<file path="src/stdp_pkg.sv">
`default_nettype none

package stdp_pkg;

    localparam int DATA_W = 32;  // currents and parameter words
    localparam int HALF_W = 16;  // one host wire

    // bit positions inside the trigger strobe vector
    typedef enum logic [3:0] {
        SLOT_DIGIT  = 4'd2,   // random digit, jitter width
        SLOT_SYNC   = 4'd3,   // copy n0 drive onto n2
        SLOT_BLOCK0 = 4'd4,   // silence neuron 0
        SLOT_DRIVE  = 4'd6,   // base drive current
        SLOT_BLOCK2 = 4'd8    // silence neuron 2
    } trig_slot_e;

    // power-up values of the parameter bank
    localparam logic [DATA_W-1:0] DIGIT_RST = 32'd13;
    localparam logic [DATA_W-1:0] DRIVE_RST = 32'd1600;

    // digits outside this window fall back to the narrow jitter
    localparam logic [DATA_W-1:0] DIGIT_MIN = 32'd9;
    localparam logic [DATA_W-1:0] DIGIT_MAX = 32'd14;

    localparam logic [DATA_W-1:0] SEED_N0 = 32'h1234_5678;
    localparam logic [DATA_W-1:0] SEED_N2 = 32'h8765_4321;

    // level controls from host wire 00
    typedef struct packed {
        logic reset_sim;  // reseed both rngs
        logic wave_sel;   // high selects the waveform sample
        logic spare;      // unassigned bit of the wire
    } ctrl_t;

    typedef struct packed {
        logic [DATA_W-1:0] digit;   // jitter width select
        logic [DATA_W-1:0] drive;   // base current
        logic [DATA_W-1:0] sync;    // nonzero ties n2 to n0
        logic              block0;
        logic              block2;
    } params_t;

    typedef struct packed {
        logic [DATA_W-1:0] n0;
        logic [DATA_W-1:0] n2;
    } cur_pair_t;

endpackage

`default_nettype wire
</file>
<file path="src/stdp_input_top.sv">
`default_nettype none
`timescale 1ns/10ps

module stdp_input_top #(
    parameter logic [stdp_pkg::DATA_W-1:0] SEED_0 = stdp_pkg::SEED_N0,
    parameter logic [stdp_pkg::DATA_W-1:0] SEED_2 = stdp_pkg::SEED_N2
) (
    input  wire                          ep50trig,
    input  wire                          reset_global,
    input  wire [stdp_pkg::HALF_W-1:0]   i_trig,
    input  wire [stdp_pkg::HALF_W-1:0]   i_wire_lo,
    input  wire [stdp_pkg::HALF_W-1:0]   i_wire_hi,
    input  wire stdp_pkg::ctrl_t         i_ctrl,
    input  wire [stdp_pkg::DATA_W-1:0]   i_wave0,
    input  wire [stdp_pkg::DATA_W-1:0]   i_wave2,
    output stdp_pkg::cur_pair_t          o_cur,
    output logic [stdp_pkg::DATA_W-1:0]  o_time
);

    stdp_pkg::params_t   params;   // register bank, feeds both stages
    stdp_pkg::cur_pair_t raw;      // jittered or waveform currents

    param_decode u_decode (
        .ep50trig     (ep50trig),
        .reset_global (reset_global),
        .i_trig       (i_trig),
        .i_wire_lo    (i_wire_lo),
        .i_wire_hi    (i_wire_hi),
        .o_params     (params)
    );

    current_execute #(
        .SEED_0 (SEED_0),
        .SEED_2 (SEED_2)
    ) u_execute (
        .ep50trig     (ep50trig),
        .reset_global (reset_global),
        .i_ctrl       (i_ctrl),
        .i_params     (params),
        .i_wave0      (i_wave0),
        .i_wave2      (i_wave2),
        .o_raw        (raw)
    );

    neuron_input_result u_result (
        .ep50trig     (ep50trig),
        .reset_global (reset_global),
        .i_params     (params),
        .i_raw        (raw),
        .o_cur        (o_cur),
        .o_time       (o_time)
    );

endmodule

`default_nettype wire

</file>
<file path="src/neuron_input_result.sv">
`default_nettype none
`timescale 1ns/10ps

module neuron_input_result (
    input  wire                          ep50trig,
    input  wire                          reset_global,
    input  wire stdp_pkg::params_t       i_params,
    input  wire stdp_pkg::cur_pair_t     i_raw,
    output stdp_pkg::cur_pair_t          o_cur,
    output logic [stdp_pkg::DATA_W-1:0]  o_time    // free-running time tag
);

    logic [stdp_pkg::DATA_W-1:0] n2_pre;  // after sync, before gating
    stdp_pkg::cur_pair_t         cur_d;

    always_comb
    begin
        // sync takes the ungated n0 current
        n2_pre = (|i_params.sync) ? i_raw.n0 : i_raw.n2;

        // gating comes last so a block always wins
        cur_d.n0 = i_params.block0 ? '0 : i_raw.n0;
        cur_d.n2 = i_params.block2 ? '0 : n2_pre;
    end

    always_ff @(posedge ep50trig or posedge reset_global)
    begin
        if (reset_global)
        begin
            o_cur <= '0;
        end
        else
        begin
            o_cur <= cur_d;   // second stage
        end
    end

    // time tag for latency measurement
    // only the global reset clears it, reset_sim leaves it running
    always_ff @(posedge ep50trig or posedge reset_global)
    begin
        if (reset_global)
        begin
            o_time <= '0;
        end
        else
        begin
            o_time <= o_time + 1'b1;
        end
    end

endmodule

`default_nettype wire

</file>
<file path="src/current_execute.sv">
`default_nettype none
`timescale 1ns/10ps

module current_execute #(
    parameter logic [stdp_pkg::DATA_W-1:0] SEED_0 = stdp_pkg::SEED_N0,
    parameter logic [stdp_pkg::DATA_W-1:0] SEED_2 = stdp_pkg::SEED_N2
) (
    input  wire                          ep50trig,
    input  wire                          reset_global,
    input  wire stdp_pkg::ctrl_t         i_ctrl,
    input  wire stdp_pkg::params_t       i_params,
    input  wire [stdp_pkg::DATA_W-1:0]   i_wave0,   // integer waveform samples
    input  wire [stdp_pkg::DATA_W-1:0]   i_wave2,
    output stdp_pkg::cur_pair_t          o_raw
);

    localparam int         N2_LSB     = 16;    // n2 jitter from upper half of its rng
    localparam logic [5:0] JIT_W_DFLT = 6'd9;  // width for out-of-range digits

    logic [stdp_pkg::DATA_W-1:0] rand0;
    logic [stdp_pkg::DATA_W-1:0] rand2;
    logic                        digit_ok;
    logic [5:0]                  jit_w;     // 9..15 bits
    logic [stdp_pkg::DATA_W-1:0] jit_mask;
    logic [stdp_pkg::DATA_W-1:0] jit0;
    logic [stdp_pkg::DATA_W-1:0] jit2;
    stdp_pkg::cur_pair_t         raw_d;

    rng_xorshift #(
        .SEED (SEED_0)
    ) u_rng0 (
        .ep50trig     (ep50trig),
        .reset_global (reset_global),
        .i_reset_sim  (i_ctrl.reset_sim),
        .o_rand       (rand0)
    );

    rng_xorshift #(
        .SEED (SEED_2)
    ) u_rng2 (
        .ep50trig     (ep50trig),
        .reset_global (reset_global),
        .i_reset_sim  (i_ctrl.reset_sim),
        .o_rand       (rand2)
    );

    always_comb
    begin
        digit_ok = (i_params.digit >= stdp_pkg::DIGIT_MIN) &&
                   (i_params.digit <= stdp_pkg::DIGIT_MAX);
        // digit d keeps d+1 low bits
        jit_w    = digit_ok ? ({1'b0, i_params.digit[4:0]} + 6'd1) : JIT_W_DFLT;
        jit_mask = ~({stdp_pkg::DATA_W{1'b1}} << jit_w);
        jit0     = rand0 & jit_mask;
        jit2     = (rand2 >> N2_LSB) & jit_mask;   // decorrelated from n0

        if (i_ctrl.wave_sel)
        begin
            raw_d.n0 = i_wave0;   // waveform mode, no jitter
            raw_d.n2 = i_wave2;
        end
        else
        begin
            raw_d.n0 = i_params.drive + jit0;  // wraps like the 32-bit adder
            raw_d.n2 = i_params.drive + jit2;
        end
    end

    // first pipeline stage
    always_ff @(posedge ep50trig or posedge reset_global)
    begin
        if (reset_global)
        begin
            o_raw <= '0;  // keeps o_cur clean while filling
        end
        else
        begin
            o_raw <= raw_d;
        end
    end

endmodule

`default_nettype wire

</file>
<file path="src/rng_xorshift.sv">
`default_nettype none
`timescale 1ns/10ps

module rng_xorshift #(
    parameter logic [stdp_pkg::DATA_W-1:0] SEED = stdp_pkg::SEED_N0  // must be nonzero
) (
    input  wire                          ep50trig,
    input  wire                          reset_global,
    input  wire                          i_reset_sim,  // sync reseed
    output logic [stdp_pkg::DATA_W-1:0]  o_rand
);

    logic [stdp_pkg::DATA_W-1:0] state_q;
    logic [stdp_pkg::DATA_W-1:0] state_d;

    // 13 / 17 / 5 xorshift step
    always_comb
    begin
        state_d = state_q ^ (state_q << 13);
        state_d = state_d ^ (state_d >> 17);
        state_d = state_d ^ (state_d << 5);
    end

    always_ff @(posedge ep50trig or posedge reset_global)
    begin
        if (reset_global)
        begin
            state_q <= SEED;
        end
        else
        begin
            state_q <= i_reset_sim ? SEED : state_d;  // steps every cycle
        end
    end

    assign o_rand = state_q;  // current state, not the next one

endmodule

`default_nettype wire

</file>
<file path="src/param_decode.sv">
`default_nettype none
`timescale 1ns/10ps

module param_decode (
    input  wire                           ep50trig,
    input  wire                           reset_global,
    input  wire  [stdp_pkg::HALF_W-1:0]   i_trig,      // one-cycle strobes
    input  wire  [stdp_pkg::HALF_W-1:0]   i_wire_lo,
    input  wire  [stdp_pkg::HALF_W-1:0]   i_wire_hi,
    output stdp_pkg::params_t             o_params
);

    logic [stdp_pkg::DATA_W-1:0] load_word;  // {hi, lo} shared by every slot
    logic                        load_nz;    // block flags only keep nonzero-ness

    assign load_word = {i_wire_hi, i_wire_lo};
    assign load_nz   = |load_word;

    // parameter bank
    // slots are independent so two strobes in one cycle both land
    always_ff @(posedge ep50trig or posedge reset_global)
    begin
        if (reset_global)
        begin
            o_params.digit  <= stdp_pkg::DIGIT_RST;
            o_params.drive  <= stdp_pkg::DRIVE_RST;
            o_params.sync   <= '0;    // inputs independent
            o_params.block0 <= 1'b0;
            o_params.block2 <= 1'b0;
        end
        else
        begin
            if (i_trig[stdp_pkg::SLOT_DIGIT])
            begin
                o_params.digit <= load_word;
            end
            if (i_trig[stdp_pkg::SLOT_DRIVE])
            begin
                o_params.drive <= load_word;
            end
            if (i_trig[stdp_pkg::SLOT_SYNC])
            begin
                o_params.sync <= load_word;
            end
            if (i_trig[stdp_pkg::SLOT_BLOCK0])
            begin
                o_params.block0 <= load_nz;
            end
            if (i_trig[stdp_pkg::SLOT_BLOCK2])
            begin
                o_params.block2 <= load_nz;
            end
        end
    end

endmodule

`default_nettype wire

</file>
<file path="config.mk">
export PLATFORM = sky130hd
export DESIGN_NAME = stdp_input_top
export DESIGN_NICKNAME = d
export VERILOG_FILES = /design/src/stdp_pkg.sv /design/src/stdp_input_top.sv /design/src/neuron_input_result.sv /design/src/current_execute.sv /design/src/rng_xorshift.sv /design/src/param_decode.sv
export SDC_FILE = /design/constraint.sdc
export NUM_CORES = 1
export LEC_CHECK = 0
export BUFFER_PORTS_ARGS = -buffer_cell sky130_fd_sc_hd__buf_4
export CAP_MARGIN = 20
export CORE_ASPECT_RATIO = 0.75
export CORE_MARGIN = 10
export CORE_UTILIZATION = 53
export CTS_CLUSTER_SIZE = 40
export DETAILED_ROUTE_END_ITERATION = 10
export PLACE_DENSITY = 0.74
export REMOVE_ABC_BUFFERS = 1
export SYNTH_ARGS = -nofsm -noshare
export SYNTH_HDL_FRONTEND = slang
export SYNTH_SLANG_ARGS = --single-unit
export TNS_END_PERCENT = 30
</file>
<file path="constraint.sdc">
create_clock -name ep50trig -period 12.3 [get_ports ep50trig]
set_input_delay 1.845 -clock ep50trig [delete_from_list [all_inputs] [get_ports ep50trig]]
set_output_delay 1.845 -clock ep50trig [all_outputs]
set_load 0.02 [all_outputs]
</file>
* Word level (Yosys, flattened, before mapping)
Cells that the tools add are included.
Storage, ports and cells: register bits 322, bits in latches 0, bits in writable memories 0, memory bits (read-only) 0, bits of input ports 117, output and inout port bits 96, logic and storage cells 38, memories kept 0
Operators by class: $add $sub $neg 4, $mul 0, div/mod/pow operators 0, order comparisons 2, equality and inequality tests 0, shifts and indexed selects 1, mux-type cells 7, bitwise operators 9, reductions and logical operators 3
Operators with widths (count):
- 2-to-1 mux 32 bit | 5
- bitwise XOR 32 bit | 4
- adder 32 bit | 2
- 2-to-1 mux 64 bit | 1
- OR reduction 32 bit | 2
- bitwise XOR 32 x 15 -> 32 bit | 2
- adder 32 x 1 -> 32 bit, second input constant | 1
- bitwise AND 16 x 32 -> 32 bit | 1
- bitwise AND 32 bit | 1
- greater-or-equal comparator 32 x 4 -> 1 bit, second input constant | 1
- <= comparator 32 x 4 -> 1 bit, second input constant | 1
- inverter 32 bit | 1
- << shifter 32 x 6 -> 32 bit, first input constant | 1
- adder 5 x 1 -> 6 bit, second input constant | 1
- 2-to-1 mux 6 bit | 1
- logical AND 1 bit | 1

* Depth between registers and ports, before layout
depth after elaboration 8, depth in mapped cells 19, gate-level depth less buffers 17

* Modules after synthesis
From an unflattened synthesis, not the netlist that was laid out.
Second synthesis, totals: cell total of the unflattened synthesis 1516, area total of the unflattened synthesis 17152.7 um2
By module, submodules not included:
- current_execute | instances 1, cells each 694, area each 5617.9 um2, seq. area each 1601.5 um2
- param_decode | instances 1, cells each 221, area each 4111.4 um2, seq. area each 2459.9 um2
- neuron_input_result | instances 1, cells each 345, area each 3882.5 um2, seq. area each 2402.3 um2
- rng_xorshift (u_execute.u_rng0) | instances 1, cells each 127, area each 1778.0 um2, seq. area each 817.0 um2
- rng_xorshift (u_execute.u_rng2) | instances 1, cells each 129, area each 1762.9 um2, seq. area each 817.0 um2

* Worst setup path after synthesis
Ideal clock, no wire load.
kind register to register, start reg u_decode.o_params[66] (netlist name), end reg u_execute.o_raw[26] (netlist name), setup time 0.082 ns, data arrival time 3.583 ns, required time 12.218 ns, setup slack 8.635 ns, stages on the path, launching flop included 16, buffers on the path 1, clock period less this slack 3.665 ns, cell sequence dfstp_2 -> inv_1 -> ha_1 -> nor3b_1 -> nor4_1 -> clkbuf_1 -> nand3_1 -> and2_1 -> ha_1 -> and4_1 -> and2_2 -> a31oi_4 -> o31ai_4 -> a41oi_4 -> or3_1 -> a31oi_1
RTL lines:
- start, declared | line param_decode.sv:10 | output stdp_pkg::params_t o_params
- end signal, assigned | line current_execute.sv:78 | o_raw <= raw_d;
- end, declared | line current_execute.sv:14 | output stdp_pkg::cur_pair_t o_raw

==> reports/qor.txt <==
========================================================================================================
Standard-cell row count                                                                               54
Kind of critical path                                                                       flip-flop to flip-flop
CP Launch Point                                                                             u_decode.o_params[69]$_DFFE_PP1P_
Largest net degree at the start of global routing                                                    109
DRT iter0 DRCs                                                                                      1115
Insertion delay to the later sink of the worst-skew pair                                          580 ps
Top Ports                                                                                            213
Distinct cells, synth                                                                                 61
Worst ir drop on vdd                                                                            0.104 mV
Post-CTS clock slew at the launch and capture registers of the worst setup and hold paths          60 ps
Final critical-path share of the clock period                                                      0.381
Dominant synthesized flop cell                                                                   dfrtp_1
Vias after detailed routing                                                                        11400
Fraction of registers with async set or reset after synthesis                                       1.00
Number of sinks on the clock net                                                                     322
Drt first pass iters                                                                                   5
Area inside the core boundary                                                               0.0294 sq mm
DRC viols                                                                                              0
Routed vias/inst                                                                                    5.56
Hold crit path type                                                                         flip-flop to flip-flop
Detailed-route wire length per cell                                                              20.3 um
Max Fanout on Critical Path                                                                           12
Run status                                                                                  finished, final reports clean
Critical path startpoint category                                                              flip-flop
Number of enable-type register cells in the synthesized netlist                                        0
Hold buffer count at CTS                                                                               0
Number of nets in the finished design                                                               1807
DRT antenna net count                                                                                  0
Clock buffer count from CTS                                                                           31
Count of H-tree levels built during CTS                                                                1
Master cell of the clock root buffer                                                           clkbuf_16
Element type at the critical path end                                                          flip-flop
Seq cells post-synth                                                                                 322
Final worst path period need                                                                     4680 ps
Most frequent standard cell in the layout excluding fill and tap cells                           dfrtp_1
Register area share after synthesis                                                                0.506
Power per unit of standard cell area                                                         189 mW/mm^2
Post-cts repair resize count                                                                           0
Final Max Tran Viols                                                                                   0
Number of global-route vias before repair                                                          11300
Syn Std Cell Area                                                                           0.0160 sq mm
Number of synthesis warnings                                                                           0
Highest attainable clock frequency                                                             0.214 GHz
Pin slew with the least headroom to its limit                                                     991 ps
Clock Tree Buf Depth                                                                                   3
WL final                                                                                        41800 um
Buffers inserted during post-CTS setup optimization                                                    0
CTS tree                                                                                           built
IO Port Bufs                                                                                         200
Layout area overhead                                                                               18.3%
Signal arrival time at the worst endpoint                                                        5070 ps
Final number of hold-violating endpoints                                                               0
Global-route wire length before repair                                                          65400 um
Final setup violating endpoints                                                                        0
Setup TNS Final                                                                                     0 ps
Cell count after synthesis                                                                          1452
HPWL after detailed placement                                                                   31700 um
Area of the die                                                                             0.0376 sq mm
Worst relative slew slack                                                                          0.339
Die outline height                                                                                170 um
Worst hold slack                                                                                  481 ps
Reg-to-reg critical path startpoint                                                         u_decode.o_params[69]$_DFFE_PP1P_
Post-synthesis average cell area                                                              11.0 sq um
Layout cell share with drive strength beyond 1                                                     0.249
Width of the die                                                                                  221 um
Data required, critical path                                                                    12690 ps
Leftover overflow at the end of global routing                                                         0
Reg-to-reg slack, setup                                                                          7620 ps
Worst clock skew                                                                                 19.6 ps
Max-cap violation count                                                                                0
Commonest cells after routing, fill and taps aside                                          dfrtp_1, buf_4, xnor2_1
Source of the worst hold timing path                                                        u_result.o_time[31]$_DFF_PP0_
Global-route usage over all layers                                                                 0.220
Starting Density                                                                                   0.544
Leakage power summed over all cells                                                              8.45 nW
Number of antenna violations at the first check in global routing                                      3
Routability Congestion                                                                             0.921
Setup repair after global routing missed its margin                                                   no
========================================================================================================
## final cells by class
type | count | area [sq um]
Tap cell | 392 | 490
Sequential cell | 322 | 8100
Multi-Input combinational cell | 1052 | 7600
Antenna cell | 1 | 2.50
Clock buffer | 42 | 897
Fill cell | 2270 | 10500
Timing Repair Buffer | 208 | 1560
Clock inverter | 16 | 175
Inverter | 21 | 86.3
## cell usage after synthesis, drive strengths merged, types with 7 or more instances
cell      n  area [sq um]
a21o     18           135
a21oi    57           293
a31oi    14           103
and2     26           164
and3     29           181
buf      15          62.6
clkbuf   45           169
dfrtp   290          7260
dfstp    32           841
ha       52           651
inv      21          78.8
mux2    101          1140
mux2i    32           320
nand2    94           353
nand2b   28           175
nand3    27           135
nand4    15          93.8
nor2    102           383
nor2b    47           294
nor3     10          50.1
nor4     25           156
o211ai    8          65.1
o21a      9          67.6
o21ai    77           385
o21bai    9          71.3
o31ai     7          80.1
or3       7          43.8
xnor2   153          1340
xor2     52           455
## metal layers
metal  track usage  wire length (um)  vias up
met5             0                13        -
met1         0.345             20600     5607
met4        0.0451               743        2
li1              -                 -     5392
met2         0.311             17300      354
met3        0.0381              3080       56
## power breakdown
group | internal, mW | switching, mW
logic | 0.569 | 0.611
clock network | 0.576 | 0.415
registers | 1.25 | 0.138
## cell families (layout without fill, tap and decap cells)
family,count (synthesis),after routing,share of synthesized area
AOI/OAI and AO/OA,224,224,0.0894
buffers and inverters,81,287,0.0194
other,1,5,0.000235
adders and majority gates,54,54,0.0432
DFF,322,322,0.506
muxes,133,133,0.0912
and+or+nand+nor,432,432,0.138
xor gates and xnor gates,205,205,0.112
## worst paths after layout
check / end / cells past startpoint
setup / recovery: u_execute.o_raw[23]$_DFF_PP0_ / 16
hold / removal: u_result.o_time[31]$_DFF_PP0_ / 1
setup reg to reg: u_execute.o_raw[23]$_DFF_PP0_ / 16
hold reg to reg: u_result.o_time[31]$_DFF_PP0_ / 1
max in group asynchronous: u_result.o_cur[34]$_DFF_PP0_ / 4
min in group asynchronous: u_result.o_time[1]$_DFF_PP0_ / 2
## stage by stage
| step | total power, mW | utilization | instance area (sq um) | std cells | setup WS (ps) |
|---|---|---|---|---|---|
| floorplan | 2.31 | - | 15800 | 1395 | 1590 |
| detailed placement | 2.58 | 0.607 | 17800 | 1995 | 7780 |
| CTS | 3.58 | 0.643 | 18900 | 2053 | 7790 |
| global placement | 2.54 | 0.607 | 17800 | 1995 | 7840 |
| finish | 3.56 | 0.643 | 18900 | 2054 | 7620 |
| global route | 3.78 | 0.643 | 18900 | 2054 | 7250 |
## worst max-delay path, stage by stage, from the launching register on
cell,delay [ps]
dfstp_2,600
nor4b_1,320
nand4_1,190
nor4_1,240
buf_4,230
nor2b_1,440
nor2_1,170
nor2b_1,250
ha_1,340
inv_1,80
o21bai_1,70
a21oi_1,240
o31ai_1,160
and2_1,340
o2111ai_1,290
xor2_1,370
o21ai_0,160
## state kept, by name (all words and copies together), names as in the netlist
name                     count
u_decode.o_params           98
u_execute.o_raw             64
u_execute.u_rng0.o_rand     32
u_execute.u_rng2.o_rand     32
u_result.o_cur              64
u_result.o_time             32
Power figures use the tool's default switching activity.
